### config.mk
export PLATFORM = sky130hd
export DESIGN_NAME = control_unit
export DESIGN_NICKNAME = d
export VERILOG_FILES = /design/src/common/ctrl_pkg.sv /design/src/verilog/control_unit.sv /design/src/control/control_word_gen.sv /design/src/control/step_sequencer.sv /design/src/control/opcode_decoder.sv
export VERILOG_INCLUDE_DIRS = /design/src /design/src/common
export SDC_FILE = /design/constraint.sdc
export NUM_CORES = 1
export LEC_CHECK = 0
export ABC_AREA = 1
export BUFFER_PORTS_ARGS = -buffer_cell sky130_fd_sc_hd__buf_2
export CAP_MARGIN = 25
export CORE_UTILIZATION = 40
export CTS_CLUSTER_SIZE = 16
export DETAILED_ROUTE_END_ITERATION = 8
export GPL_ROUTABILITY_DRIVEN = 0
export GPL_TIMING_DRIVEN = 0
export PLACE_DENSITY = 0.63
export SYNTH_ARGS = -nofsm -noshare
export SYNTH_HDL_FRONTEND = slang
export SYNTH_SLANG_ARGS = --single-unit
### constraint.sdc
create_clock -name clk -period 3.1 [get_ports clk]
set_input_delay 0.31 -clock clk [delete_from_list [all_inputs] [get_ports clk]]
set_output_delay 0.31 -clock clk [all_outputs]
set_load 0.05 [all_outputs]
### src/common/ctrl_params.svh
`ifndef CTRL_PARAMS_SVH
`define CTRL_PARAMS_SVH

// Instruction fields
`define OP_W            6
`define FUNCT_W         6

// Sequencer step counter and exception code widths
`define STEP_W          3
`define EXC_W           3

// Opcodes
`define OP_RTYPE        6'h00
`define OP_J            6'h02
`define OP_JAL          6'h03
`define OP_BEQ          6'h04
`define OP_BNE          6'h05
`define OP_BLE          6'h06
`define OP_BGT          6'h07
`define OP_LW           6'h23
`define OP_SW           6'h2b

// R-type function codes
`define FUNCT_BREAK     6'h0d
`define FUNCT_ADD       6'h20
`define FUNCT_SUB       6'h22
`define FUNCT_AND       6'h24

// Exception vector selects, driven on iord
`define EX_OP_INEX      3'd2
`define EX_OVERFLOW     3'd3

`endif
### src/common/ctrl_pkg.sv
`default_nettype none

`include "ctrl_params.svh"

package ctrl_pkg;

        typedef struct packed {
                logic [`OP_W-1:0]    op;
                logic [`FUNCT_W-1:0] funct;
        } instr_fields_t;

        typedef struct packed {
                logic overflow;
                logic eq;
                logic gt;
        } alu_flags_t;

        typedef enum logic [3:0] {
                k_add, k_sub, k_and,
                k_beq, k_bne, k_bgt, k_ble,
                k_lw, k_sw,
                k_j, k_jal,
                k_break,
                k_illegal
        } instr_kind_t;

        typedef enum logic [2:0] {
                ph_fetch, ph_decode, ph_exec, ph_mem, ph_except, ph_halt
        } phase_t;

        typedef enum logic [1:0] {alu_add, alu_sub, alu_and, alu_cmp} alu_op_t;

        typedef enum logic [1:0] {sa_pc, sa_a} src_a_t;

        // sb_offset is the shifted immediate used for branch targets
        typedef enum logic [1:0] {sb_b, sb_four, sb_imm, sb_offset} src_b_t;

        typedef enum logic [1:0] {pc_alu_out, pc_offset, pc_load} pc_src_t;

        typedef enum logic [2:0] {br_rt, br_rd, br_ra} bank_reg_t;

        typedef enum logic [2:0] {bd_alu, bd_load, bd_pc} bank_data_t;

        typedef enum logic [`EXC_W-1:0] {
                io_pc      = 3'd0,
                io_alu     = 3'd1,
                io_ex_inex = `EX_OP_INEX,
                io_ex_ovf  = `EX_OVERFLOW
        } iord_t;

        typedef struct packed {
                alu_op_t    alu_op;
                src_a_t     src_a;
                src_b_t     src_b;
                pc_src_t    pc_src;
                bank_reg_t  bank_reg;
                bank_data_t bank_data;
                iord_t      iord;
        } ctrl_sel_t;

        typedef struct packed {
                logic wr;               // Memory write
                logic ir_write;
                logic pc_write;
                logic bank_write;
                logic epc_write;
                logic a_write;
                logic b_write;
                logic alu_out_write;
                logic mem_reg_write;
        } ctrl_wr_t;

endpackage

`default_nettype wire

### src/verilog/control_unit.sv
`timescale 1ns/100ps
`default_nettype none

`include "ctrl_params.svh"

module control_unit import ctrl_pkg::*; (
        input  logic          clk,
        input  logic          reset,
        input  instr_fields_t instr,
        input  alu_flags_t    flags,
        output ctrl_sel_t     sel,
        output ctrl_wr_t      wr_ctl
);

        instr_kind_t        kind;
        phase_t             next_phase;
        logic [`STEP_W-1:0] next_step;
        logic               branch_taken;
        logic               except_code_ovf;

        opcode_decoder opcode_decoder_i (
                .instr (instr),
                .kind  (kind)
        );

        step_sequencer step_sequencer_i (
                .clk             (clk),
                .reset           (reset),
                .kind            (kind),
                .flags           (flags),
                .next_phase      (next_phase),
                .next_step       (next_step),
                .branch_taken    (branch_taken),
                .except_code_ovf (except_code_ovf)
        );

        // Registers against the same edge as the sequencer
        control_word_gen control_word_gen_i (
                .clk             (clk),
                .reset           (reset),
                .next_phase      (next_phase),
                .next_step       (next_step),
                .kind            (kind),
                .branch_taken    (branch_taken),
                .except_code_ovf (except_code_ovf),
                .sel             (sel),
                .wr_ctl          (wr_ctl)
        );

endmodule

`default_nettype wire

### src/control/control_word_gen.sv
`timescale 1ns/100ps
`default_nettype none

`include "ctrl_params.svh"

module control_word_gen import ctrl_pkg::*; (
        input  logic               clk,
        input  logic               reset,
        input  phase_t             next_phase,
        input  logic [`STEP_W-1:0] next_step,
        input  instr_kind_t        kind,
        input  logic               branch_taken,
        input  logic               except_code_ovf,
        output ctrl_sel_t          sel,
        output ctrl_wr_t           wr_ctl
);

        ctrl_sel_t sel_d;
        ctrl_wr_t  wr_d;

        always_comb begin
                // PC plus 4 unless a phase says otherwise
                sel_d.alu_op    = alu_add;
                sel_d.src_a     = sa_pc;
                sel_d.src_b     = sb_four;
                sel_d.pc_src    = pc_alu_out;
                sel_d.bank_reg  = br_rd;
                sel_d.bank_data = bd_alu;
                sel_d.iord      = io_pc;
                wr_d            = '0;

                case (next_phase)
                        ph_fetch: begin
                                if (next_step < 3'd3) begin
                                        wr_d.alu_out_write = 1'b1;
                                end else begin
                                        wr_d.ir_write = 1'b1;
                                        wr_d.pc_write = 1'b1;
                                end
                        end

                        ph_decode: begin
                                sel_d.src_b = sb_offset;        // Branch target ahead of time
                                if (next_step == '0) begin
                                        wr_d.a_write       = 1'b1;
                                        wr_d.b_write       = 1'b1;
                                        wr_d.alu_out_write = 1'b1;
                                end
                        end

                        ph_exec: begin
                                case (kind)
                                        k_add, k_sub, k_and: begin
                                                sel_d.src_a  = sa_a;
                                                sel_d.src_b  = sb_b;
                                                sel_d.alu_op = (kind == k_sub) ? alu_sub :
                                                               (kind == k_and) ? alu_and : alu_add;
                                                if (next_step == '0)
                                                        wr_d.alu_out_write = 1'b1;
                                                else
                                                        wr_d.bank_write = !except_code_ovf;
                                        end
                                        k_beq, k_bne, k_bgt, k_ble: begin
                                                sel_d.alu_op = alu_cmp;
                                                sel_d.src_a  = sa_a;
                                                sel_d.src_b  = sb_b;
                                                if (next_step == 3'd1)
                                                        wr_d.pc_write = branch_taken;
                                        end
                                        k_j, k_jal: begin
                                                sel_d.pc_src = pc_offset;
                                                if (next_step == '0) begin
                                                        wr_d.pc_write = 1'b1;
                                                        if (kind == k_jal) begin
                                                                sel_d.bank_reg  = br_ra;
                                                                sel_d.bank_data = bd_pc;
                                                                wr_d.bank_write = 1'b1;
                                                        end
                                                end
                                        end
                                        default: begin
                                                wr_d = '0;
                                        end
                                endcase
                        end

                        ph_mem: begin
                                // Address is A plus immediate, held in ALU out
                                sel_d.src_a = sa_a;
                                sel_d.src_b = sb_imm;
                                sel_d.iord  = io_alu;
                                case (next_step)
                                        3'd0: wr_d.alu_out_write = 1'b1;
                                        3'd3: wr_d.mem_reg_write = (kind == k_lw);
                                        3'd4: begin
                                                if (kind == k_lw) begin
                                                        sel_d.bank_reg  = br_rt;
                                                        sel_d.bank_data = bd_load;
                                                        wr_d.bank_write = 1'b1;
                                                end else begin
                                                        wr_d.wr = 1'b1;
                                                end
                                        end
                                        default: wr_d = '0;
                                endcase
                        end

                        ph_except: begin
                                sel_d.alu_op = alu_sub;         // EPC gets PC minus 4
                                sel_d.pc_src = pc_load;
                                sel_d.iord   = except_code_ovf ? io_ex_ovf : io_ex_inex;
                                if (next_step < 3'd3) begin
                                        wr_d.epc_write     = 1'b1;
                                        wr_d.mem_reg_write = 1'b1;
                                end else begin
                                        wr_d.pc_write = 1'b1;   // Jump to the vector
                                end
                        end

                        default: begin
                                wr_d = '0;              // Halt
                        end
                endcase
        end

        always_ff @(posedge clk) begin
                if (reset) begin
                        sel    <= '0;
                        wr_ctl <= '0;
                end else begin
                        sel    <= sel_d;
                        wr_ctl <= wr_d;
                end
        end

endmodule

`default_nettype wire

### src/control/step_sequencer.sv
`timescale 1ns/100ps
`default_nettype none

`include "ctrl_params.svh"

module step_sequencer import ctrl_pkg::*; (
        input  logic               clk,
        input  logic               reset,
        input  instr_kind_t        kind,
        input  alu_flags_t         flags,
        output phase_t             next_phase,
        output logic [`STEP_W-1:0] next_step,
        output logic               branch_taken,
        output logic               except_code_ovf
);

        phase_t             phase;
        logic [`STEP_W-1:0] step;
        logic               ovf_q;              // Overflow latched for the current instruction
        logic               exec_first;

        // ALU is on A and B here, so its flags are valid
        assign exec_first = (phase == ph_exec) && (step == '0);

        always_comb begin
                branch_taken = 1'b0;
                if (exec_first) begin
                        case (kind)
                                k_beq:   branch_taken = flags.eq;
                                k_bne:   branch_taken = !flags.eq;
                                k_bgt:   branch_taken = flags.gt;
                                k_ble:   branch_taken = !flags.gt;
                                default: branch_taken = 1'b0;
                        endcase
                end
        end

        // Live flag on the first execute step, held afterwards
        always_comb begin
                except_code_ovf = ovf_q;
                if (exec_first && (kind == k_add || kind == k_sub))
                        except_code_ovf = flags.overflow;
        end

        always_comb begin
                next_phase = phase;
                next_step  = step + 1'b1;
                case (phase)
                        ph_fetch: begin
                                if (step == 3'd3)       // IR loaded on the 4th cycle
                                        next_phase = ph_decode;
                        end
                        ph_decode: begin
                                if (step == 3'd1) begin
                                        case (kind)
                                                k_add, k_sub, k_and:
                                                        next_phase = ph_exec;
                                                k_beq, k_bne, k_bgt, k_ble:
                                                        next_phase = ph_exec;
                                                k_j, k_jal:
                                                        next_phase = ph_exec;
                                                k_lw, k_sw:
                                                        next_phase = ph_mem;
                                                k_break:
                                                        next_phase = ph_halt;
                                                default:
                                                        next_phase = ph_except;
                                        endcase
                                end
                        end
                        ph_exec: begin
                                if (step == 3'd1)
                                        next_phase = ovf_q ? ph_except : ph_fetch;
                        end
                        ph_mem: begin
                                if (step == 3'd4)       // Four memory cycles plus the writeback
                                        next_phase = ph_fetch;
                        end
                        ph_except: begin
                                if (step == 3'd3)
                                        next_phase = ph_fetch;
                        end
                        ph_halt: begin
                                next_phase = ph_halt;   // Only reset leaves
                        end
                        default: begin
                                next_phase = ph_fetch;
                        end
                endcase

                // Every phase starts at step 0
                if (next_phase != phase || phase == ph_halt)
                        next_step = '0;
        end

        always_ff @(posedge clk) begin
                if (reset) begin
                        phase <= ph_fetch;
                        step  <= '0;
                        ovf_q <= 1'b0;
                end else begin
                        phase <= next_phase;
                        step  <= next_step;
                        ovf_q <= (next_phase == ph_fetch) ? 1'b0 : except_code_ovf;
                end
        end

endmodule

`default_nettype wire

### src/control/opcode_decoder.sv
`timescale 1ns/100ps
`default_nettype none

`include "ctrl_params.svh"

module opcode_decoder import ctrl_pkg::*; (
        input  instr_fields_t instr,
        output instr_kind_t   kind
);

        always_comb begin
                case (instr.op)
                        `OP_RTYPE: begin
                                // R-type is told apart by the function field
                                case (instr.funct)
                                        `FUNCT_ADD:   kind = k_add;
                                        `FUNCT_SUB:   kind = k_sub;
                                        `FUNCT_AND:   kind = k_and;
                                        `FUNCT_BREAK: kind = k_break;
                                        default:      kind = k_illegal;
                                endcase
                        end

                        // Branches
                        `OP_BEQ:  kind = k_beq;
                        `OP_BNE:  kind = k_bne;
                        `OP_BGT:  kind = k_bgt;
                        `OP_BLE:  kind = k_ble;

                        // Word memory access
                        `OP_LW:   kind = k_lw;
                        `OP_SW:   kind = k_sw;

                        // Jumps
                        `OP_J:    kind = k_j;
                        `OP_JAL:  kind = k_jal;

                        default:  kind = k_illegal;     // Raises the opcode exception
                endcase
        end

endmodule

`default_nettype wire

# After elaboration in Yosys (flattened, before gate mapping)
# Memories as Yosys holds them, arrays and structs flattened.
# Index checks and enable logic that the tools add are counted.
# totals
inputBits,17
ff_bits,33
memories,1
out_inout_bits,26
rom_bits,48
word_cells,133
# op_classes
order_cmp,1
n_reduce_logical,21
n_addsub,1
eq_ne,37
bitwise_logic,5
mux,48
# mem_list
name,depth,word_bits,read_ports,rd_clocked_by_memory_dff,wr,line,source
(no name shown),16,3,1,0,0,step_sequencer.sv:55,case (kind)
# ops
cell,n
one-hot mux 4 bit (9 select lines),1
equality test 6 bit (second input constant),5
equality test 6 x 3 -> 1 bit (second input constant),4
2-to-1 mux 3 bit,8
one-hot mux 6 bit (2 select lines),2
equality test 3 x 2 -> 1 bit (second input constant),6
one-hot mux 3 bit (6 select lines),1
equality test 4 x 3 -> 1 bit (second input constant),4
one-hot mux 4 bit (4 select lines),1
equality test 3 bit (second input constant),5
2-to-1 mux 1 bit,14
equality test 3 x 1 -> 1 bit (second input constant),4
equality test 6 x 2 -> 1 bit (second input constant),2
logical NOT 3 bit,4
2-to-1 mux 6 bit,2
one-hot mux 2 bit (2 select lines),3
OR reduction 2 bit,5
equality test 4 x 2 -> 1 bit (second input constant),2
equality test 4 bit (second input constant),2
2-to-1 mux 2 bit,4
one-hot mux 1 bit (2 select lines),4
one-hot mux 1 bit (4 select lines),2
2-to-1 mux 7 bit,1
equality test 6 x 4 -> 1 bit (second input constant),1
17 further kinds,26

# Logic depth before layout (Yosys ltp)
# Gate-level depths: netlist (run 1).
# An unclocked memory read counts as a cell.
# depth
depth_word,13
ltp_mapped,21
depth_no_buf,21

# Cells and area by module
# Synthesis (run 1) repeated with hierarchy kept, for this count alone.
# hier_totals
hier_cells,284
hier_area_um2,1844.3
# modules_own_cells
mod,cells_per_inst,seq_area_each_um2,n_inst,area_per_inst_um2
control_word_gen,116,380.4,1,855.8
step_sequencer,101,140.1,1,683.2
opcode_decoder,67,0.0,1,305.3

# Worst setup path before layout (run 1)
# No wires, ideal clock.
# synth_timing
path_type,input to register
startpoint,input instr[7] (netlist bit)
endpoint,register control_word_gen_i.wr_ctl[5] (netlist name)
n_path_buf,0
path_slack_ns,0.859
arrival_ns,2.125
stages,19
required_time_ns,2.983
setup_ns,0.117
path_cell_list,nand2_2 -> inv_2 -> nand3_4 -> inv_1 -> nor2_1 -> nand3_2 -> ha_1 -> inv_1 -> nand4_2 -> nand2_4 -> nand2_8 -> nand2_4 -> nand3_4 -> nor2_8 -> o31ai_1 -> nand2_2 -> nand2_1 -> nand2_1 -> a21oi_1
# synth_between
elab_chain_len,12
word_cells_on_any_way,39
classes_between,eq/ne (17); mux (12); reduce/logical (9); memory (1)
# synth_lines
element,line,source
from (decl),control_unit.sv:9,"input instr_fields_t instr,"
equality test 6 x 2 -> 1 bit (tied with other cells),opcode_decoder.sv:12,case (instr.op)
one-hot mux 4 bit (9 select lines) *,opcode_decoder.sv:12,
memory (16 x 3 bit),-,
2-to-1 mux 3 bit,step_sequencer.sv:54,if (step == 3'd1) begin
one-hot mux 3 bit (6 select lines),step_sequencer.sv:48,case (phase)
inequality test 3 bit,step_sequencer.sv:92,if (next_phase != phase || phase == ph_halt)
logical OR 1 bit,step_sequencer.sv:92,
2-to-1 mux 3 bit,step_sequencer.sv:92,
logical NOT 3 bit,"control_word_gen.sv:58, control_word_gen.sv:72",
2-to-1 mux 2 bit or 2-to-1 mux 1 bit (tied branches),"control_word_gen.sv:72, control_word_gen.sv:58",
one-hot mux 1 bit (2 select lines),control_word_gen.sv:52,case (kind)
one-hot mux 1 bit (2 select lines) *,control_word_gen.sv:32,case (next_phase)
# Every way passes the cells marked *; elsewhere a longest branch is shown, timed or not.
# A chain may end at the register's enable or synchronous reset.

# Final worst setup path (run 1)
# layout_timing
startpoint,input instr[9] (netlist bit)
endpoint,register control_word_gen_i.sel[6] (netlist name)
# layout_between
elab_chain_len,12
word_cells_on_any_way,30
classes_between,eq/ne (15); mux (10); reduce/logical (4); memory (1)
# layout_lines
element,line,source
equality test 6 x 2 -> 1 bit (tied with other cells),opcode_decoder.sv:12,
one-hot mux 4 bit (9 select lines) *,opcode_decoder.sv:12,
memory (16 x 3 bit),-,
2-to-1 mux 3 bit,step_sequencer.sv:54,
one-hot mux 3 bit (6 select lines),step_sequencer.sv:48,
inequality test 3 bit,step_sequencer.sv:92,
logical OR 1 bit,step_sequencer.sv:92,
2-to-1 mux 3 bit,step_sequencer.sv:92,
logical NOT 3 bit,control_word_gen.sv:72,if (next_step == '0) begin
2-to-1 mux 6 bit,control_word_gen.sv:72,
2-to-1 mux 7 bit,control_word_gen.sv:52,
one-hot mux 6 bit (2 select lines) *,control_word_gen.sv:32,
# Marked as above.

==> results.toml, run 1 <==
[run_status]
run_status = "complete, no violations"

[global_route]
grt_max_degree = 16
antenna_found_initial = 0
grt.total_usage = 0.168
grt_pass1_vias = 1663
grt_pass1_wl_mm = 6.91
grt_overflow_total = 0

[setup_path]
critPathMaxFanout = 6
setup.worst_path.end_class = "flop"
r2r_slack_ns = 0.84
worstSetupEndpoint = "control_word_gen_i.sel[6]$_SDFF_PP0_"
r2r-end = "control_word_gen_i.sel[6]$_SDFF_PP0_"
reg2reg_from = "step_sequencer_i.step[0]$_SDFF_PP0_"
arrival_ns = 2.55
path_class = "input pin to flop"
reg2reg_depth = 13
crit_start = "instr[9]"
cp_data_required_time_ns = 3.27
startpoint_type = "input pin"

[place]
place_inst = 365
io_buffers = 37
place_ws_ns = 0.439
hpwl_mm = 3.33

[die]
core_um2 = 4500
die_w_um = 71.7
rows = 24
dieArea_um2 = 5140
die_h_um = 71.7
ios = 43
initial_core_util = 0.431

[timing]
hold_violations = 0
finalMaxSlewViolations = 0
fin_tns_setup_ns = 0
fin_ws_ns = 0.725
rsz0062_at_grt = "no"
skew_ns = 0.00400
period_needed_ns = 2.38
finalSetupViolCount = 0
relSlewSlack = 0.645
worstMarginPinSlew_ns = 0.528
timing.fmax_mhz = 421
fin_crit_sh = 0.766

[finish]
num-fill-cells = 463
syn2layout_area_growth_pct = 15.8
utilization = 0.500
layout.cells.non_filler = 369
nets = 341
drive_above_1_share = 0.319
n_antenna_cell = 0

[flow_run]
maxCapViolCount = 0

[synth]
ys_ff_latch = 27
ys_seq_area_frac = 0.278
syn_avg_cell_area_um2 = 7.12
synth_area_um2 = 1940
ys_types = 42
synth_warnings = 0
synthCells = 273

[clocking]
cts_made_buffers = 3
ctsLongestPathBuffers = 2
cts_tree = "done"
cts_hold_buf = 0
clk_pin_slew_worst_paths_ns = 0.09
h-tree-depth = 1
postCtsSetupBuffers = 0
cts_sinks = 27
clk_latency_ns = 0.27
ctsResizeCount = 0
cts_root_buffer = "clkbuf_8"

[routing]
ant_nets = 0
wl_per_cell_um = 10.7
drc = 0
wl_mm = 3.93
dr.pass1.iters = 4
drtIter0Drc = 81
vias = 1751
avgViaCountPerCell = 4.75

[power_and_ir_drop]
pwr-share-clk = 0.170
irDropWorstVdd_mv = 0.231
total_power_w = 0.00114
p_per_area_nw_per_um2 = 507
p_leak_nw = 1.16
p_int_w = 0.000643
switching_share = 0.437
p_comb_frac = 0.479
p_seq_frac = 0.352
power.switching_w = 0.000499

[worst_hold_path]
hold_class = "input pin to flop"
==> worst min path at each step <==
stage / slack [ns] / start / depth (start not counted) / to
after CTS: 0.41 / reset / 2 / control_word_gen_i.wr_ctl[1]$_SDFF_PP0_
after detailed placement: 0.66 / step_sequencer_i.ovf_q$_SDFF_PP0_ / 4 / step_sequencer_i.ovf_q$_SDFF_PP0_
after global placement: 0.67 / step_sequencer_i.ovf_q$_SDFF_PP0_ / 4 / step_sequencer_i.ovf_q$_SDFF_PP0_
final: 0.41 / reset / 2 / control_word_gen_i.wr_ctl[1]$_SDFF_PP0_
after global routing: 0.43 / reset / 2 / control_word_gen_i.sel[10]$_SDFF_PP0_
after floorplan: 0.55 / step_sequencer_i.ovf_q$_SDFF_PP0_ / 4 / step_sequencer_i.ovf_q$_SDFF_PP0_
==> state kept, by name (all words and copies together), names as in the netlist <==
register,cells
step_sequencer_i.phase,3
step_sequencer_i.step,3
control_word_gen_i.wr_ctl,8
control_word_gen_i.sel,12
step_sequencer_i.ovf_q,1
==> placed cells by master, fill, tap and decap left out, types with 2 or more instances in the layout <==
master,synthesis,layout
nor2_2,5,5
nand2_1,44,44
nand2_2,10,10
buf_2,0,37
nor2_4,4,4
o21ai_1,2,2
clkbuf_8,0,3
o31ai_1,2,2
conb_1,1,4
o21ai_0,6,6
a21oi_1,4,4
nand3_4,4,4
nand2_4,3,3
nor3_1,9,9
nor2_1,42,42
dfxtp_1,27,27
inv_1,38,38
buf_4,6,6
nand3_2,4,4
nand3_1,21,21
clkinv_2,2,3
nand4_2,2,2
ha_1,6,6
inv_2,10,10
a31oi_1,2,2
==> metal layers <==
metal | part of all wire | track usage | up-vias
met2 | 0.43 | 0.267 | 36
met1 | 0.53 | 0.242 | 766
met5 | 0 | 0 | -
met4 | 0.0043 | 0.0283 | 0
li1 | - | - | 947
met3 | 0.033 | 0.0295 | 2
==> critical path: stages <==
cell and delay, ns:
buf_2 0.12, nor2_4 0.17, nand3_2 0.16, inv_2 0.10, nand2_1 0.07, nand3_2 0.12
ha_1 0.24, nand2_2 0.11, nand3_1 0.10, nand2_1 0.07, nand2_2 0.11, inv_1 0.10
nor3_1 0.46, nand4_2 0.16, nand2_1 0.09, nor2_1 0.04
==> through the flow <==
stage	hold slack, ns	instance area (µm²)
after floorplan	0.550	1950
after global placement	0.668	2200
after detailed placement	0.665	2200
after CTS	0.411	2250
after global routing	0.432	2250
final	0.407	2250
==> kinds of logic (layout without fill, tap and decap cells) <==
logic type,count (synthesis),after routing,synth area share
AOI/OAI and AO/OA,25,25,0.0992
adders and majority gates,6,6,0.0386
buffers and inverters,58,99,0.125
DFF,27,27,0.278
other,1,4,0.00193
and+or+nand+nor,156,156,0.457
==> power groups by stage <==
stage	combinational, W	clock, W	sequential [W]
floorplan	0.000372	0	0.000482
global placement	0.000545	0	0.000408
detailed placement	0.000546	0	0.000410
CTS	0.000548	0.000200	0.000402
global route	0.000604	0.000217	0.000406
finish	0.000547	0.000194	0.000402
==> final cells by class <==
cell class | count | area [µm²] | area share
Multi-Input combinational cell | 191 | 1170 | 0.520
Sequential cell | 27 | 541 | 0.240
Inverter | 50 | 190 | 0.0845
Timing Repair Buffer | 37 | 185 | 0.0823
Tap cell | 52 | 65.1 | 0.0289
Buffer | 8 | 52.6 | 0.0233
Clock buffer | 3 | 41.3 | 0.0183
Clock inverter | 1 | 5.00 | 0.00222
==> Yosys cell counts, drive strengths merged <==
library cell | number | area, µm²
or3 | 1 | 6.26
nand4 | 4 | 52.6
inv | 48 | 180
clkinv | 2 | 10.0
o2111ai | 1 | 8.76
o211ai | 2 | 20.0
nor3 | 11 | 71.3
nand2 | 58 | 282
dfxtp | 27 | 541
nand3b | 1 | 7.51
a211oi | 1 | 7.51
ha | 6 | 75.1
nor2 | 52 | 254
nand3 | 29 | 215
a21oi | 6 | 45.1
o21ai | 9 | 48.8
o31ai | 2 | 15.0
buf | 7 | 48.8
o311ai | 1 | 8.76
conb | 1 | 3.75
a221oi | 1 | 26.3
clkbuf | 1 | 3.75
a31oi | 2 | 12.5
No activity file was read; power rests on OpenSTA's default activity.
==> run 2: changes to the inputs <==
--- a/config.mk
+++ b/config.mk
@@ -14,7 +14,7 @@
 export DETAILED_ROUTE_END_ITERATION = 8
 export GPL_ROUTABILITY_DRIVEN = 0
 export GPL_TIMING_DRIVEN = 0
-export PLACE_DENSITY = 0.63
+export PLACE_DENSITY = 0.65
 export SYNTH_ARGS = -nofsm -noshare
 export SYNTH_HDL_FRONTEND = slang
 export SYNTH_SLANG_ARGS = --single-unit
==> constraint.sdc (replaced) <==
create_clock -name clk -period 2.1 [get_ports clk]
set_input_delay 0.21 -clock clk [delete_from_list [all_inputs] [get_ports clk]]
set_output_delay 0.21 -clock clk [all_outputs]
set_load 0.05 [all_outputs]
==> run 2 against run 1 <==
  * The flow now finishes with violations (negative setup slack)
  * Critical path type is now flop to flop
  * Clock skew grew 0.0013 ns
  * Sequential share of layout area shrank 4.4 points
  * Final cell count grew 6.2%
  * Setup slack lost 0.73 ns
  * First-iteration DRC count shrank 4.9%
  * Largest power group unchanged
  * Flip-flop and latch count is the same
  * Die area is the same
  * Clock power grew 51%
  * Global-route usage grew 2.5 points
  * Critical path depth shrank 3
  * Sequential power grew 54%
  * Worst hold slack lost 0.042 ns
==> results.toml, run 2 (synthesized netlist as in run 1, its figures left out) <==
[worst_hold_path]
hold_class = "input pin to flop"
hold-path-cell-count = 2
hold_start = "reset"

[clocking]
h-tree-depth = 1
ctsLongestPathBuffers = 2
cts_hold_buf = 0
cts_root_buffer = "clkbuf_8"
cts_tree = "done"
cts_sinks = 27
clk_pin_slew_worst_paths_ns = 0.09
cts_made_buffers = 3
clk_latency_ns = 0.27

[timing]
hold_violations = 0
finalSetupViolCount = 1
timing.fmax_mhz = 474
period_needed_ns = 2.11
relSlewSlack = 0.654
skew_ns = 0.00528
worstMarginPinSlew_ns = 0.519
finalMaxSlewViolations = 0
fin_ws_ns = -0.00955
rsz0062_at_grt = "yes"
fin_crit_sh = 1.00

[global_route]
grt_pass1_vias = 1846
grt_pass1_wl_mm = 7.90
grt_max_degree = 16
antenna_found_initial = 0
grt.total_usage = 0.193
grt_overflow_total = 0

[place]
place_ws_ns = -0.487
io_buffers = 37
dpl_cell_area_um2 = 2210
place_inst = 365
hpwl_mm = 3.40

[power_and_ir_drop]
p_per_area_nw_per_um2 = 718
p_seq_frac = 0.309
irDropWorstVdd_mv = 0.459
p_comb_frac = 0.545
pwr-share-clk = 0.146
p_int_w = 0.00109
switching_share = 0.458
total_power_w = 0.00201
p_leak_nw = 1.34
power.switching_w = 0.000918

[setup_path]
cp_data_required_time_ns = 2.27
r2r_slack_ns = -0.01
crit_top_cell = "nand2_1"
path_depth = 13
reg2reg_depth = 13
crit_family = "simple AND/OR/NAND/NOR gates"
arrival_ns = 2.28
r2r-end = "control_word_gen_i.wr_ctl[5]$_SDFF_PP0_"
cpPeakStageDelay_ns = 0.34
crit_chain = "inv_1, nand2_1, nor2_1, a221oi_4, buf_6, nand3_2, nand3_4, nor2_8, o31ai_4, nand2_2, nand2_1, nand2_1, a21oi_2"
reg2reg_from = "step_sequencer_i.phase[1]$_SDFF_PP0_"
cp_slowest_cell = "nor2_1"
path_class = "flop to flop"
setup.worst_path.end_class = "flop"
worstSetupEndpoint = "control_word_gen_i.wr_ctl[5]$_SDFF_PP0_"
startpoint_type = "flop"
crit_buf_inv = 2
crit_start = "step_sequencer_i.phase[1]$_SDFF_PP0_"
critPathMaxFanout = 8

[finish]
num-fill-cells = 401
drive_above_1_share = 0.526
layout.cells.non_filler = 392
syn2layout_area_growth_pct = 43.7
final_area_um2 = 2790
nets = 364
largest_reg_flops = 12
largest-register = "control_word_gen_i.sel"
n_antenna_cell = 0
reg_top3 = "control_word_gen_i.sel x12, control_word_gen_i.wr_ctl x8"
final_cell_mix = "33 x nand2_1, 33 x nor2_1, 31 x buf_2, 30 x inv_1, 29 x buf_4"

[die]
ios = 43
die_w_um = 71.7
dieArea_um2 = 5140
core_um2 = 4500
die_h_um = 71.7
initial_core_util = 0.431
rows = 24

[routing]
drtIter0Drc = 77
wl_mm = 4.97
wl_per_cell_um = 12.7
ant_nets = 0
drc = 0
avgViaCountPerCell = 4.98
vias = 1954
dr.pass1.iters = 4

[run_status]
violations = "negative setup slack"
run_status = "complete, but fails checks"

[flow_run]
maxCapViolCount = 0
[run 2: cell count changes in the layout (fill, tap and decap cells not counted), sizes merged]
cell and delta:
buf +23
[run 2: what timing repair did]
action,in CTS,in global routing
buffers inserted,19,5
hold endpoints to repair,0,0
pin swaps,27,24
setup endpoints to repair,13,16
gates resized for setup,41,61
[run 2: worst min path at each step]
| stage | slack, ns | endpoint |
|---|---|---|
| after floorplan | 0.52 | control_word_gen_i.wr_ctl[1]$_SDFF_PP0_ |
| after detailed placement | 0.59 | control_word_gen_i.sel[10]$_SDFF_PP0_ |
| after global routing | 0.37 | control_word_gen_i.wr_ctl[1]$_SDFF_PP0_ |
| after CTS | 0.30 | control_word_gen_i.sel[10]$_SDFF_PP0_ |
| after global placement | 0.60 | control_word_gen_i.wr_ctl[1]$_SDFF_PP0_ |
| final | 0.37 | control_word_gen_i.wr_ctl[1]$_SDFF_PP0_ |
[run 2: power by group through the flow]
| stage | sequential (W) | clock, W | combinational [W] |
|---|---|---|---|
| 2_1_floorplan | 0.000711 | 0 | 0.000550 |
| 3_3_place_gp | 0.000602 | 0 | 0.000802 |
| 3_5_place_dp | 0.000603 | 0 | 0.000806 |
| 4_1_cts | 0.000606 | 0.000295 | 0.000942 |
| 5_1_grt | 0.000625 | 0.000320 | 0.00118 |
| 6_report | 0.000621 | 0.000292 | 0.00109 |
[run 2: per-layer routing]
| layer | part of all wire | track usage | wire length [µm] | up-vias |
|---|---|---|---|---|
| met5 | 0 | 0 | 0 | - |
| met4 | 0.017 | 0.0545 | 85 | 0 |
| met3 | 0.042 | 0.0338 | 207 | 12 |
| met2 | 0.51 | 0.333 | 2520 | 60 |
| met1 | 0.43 | 0.246 | 2160 | 888 |
| li1 | - | - | - | 994 |
[run 2: layout make-up]
cell class              instances  area (µm²)  share of cell area
repair buffers                 60         399               0.143
well taps                      52        65.1              0.0233
flip-flops and latches         27         548               0.196
inverters                      50         203              0.0726
plain buffers                   8        52.6              0.0188
clock inverters                 1        5.00             0.00179
multi-input cells             191        1480               0.530
clock buffers                   3        41.3              0.0148
[run 2: per-stage QoR]
step | hold WS [ns] | setup TNS (ns) | util
after CTS | 0.304 | 0 | 0.564
final | 0.365 | -0.00955 | 0.620
after global placement | 0.602 | -5.35 | 0.490
after floorplan | 0.516 | 0 | -
after detailed placement | 0.588 | -5.56 | 0.490
after global routing | 0.373 | -1.13 | 0.620
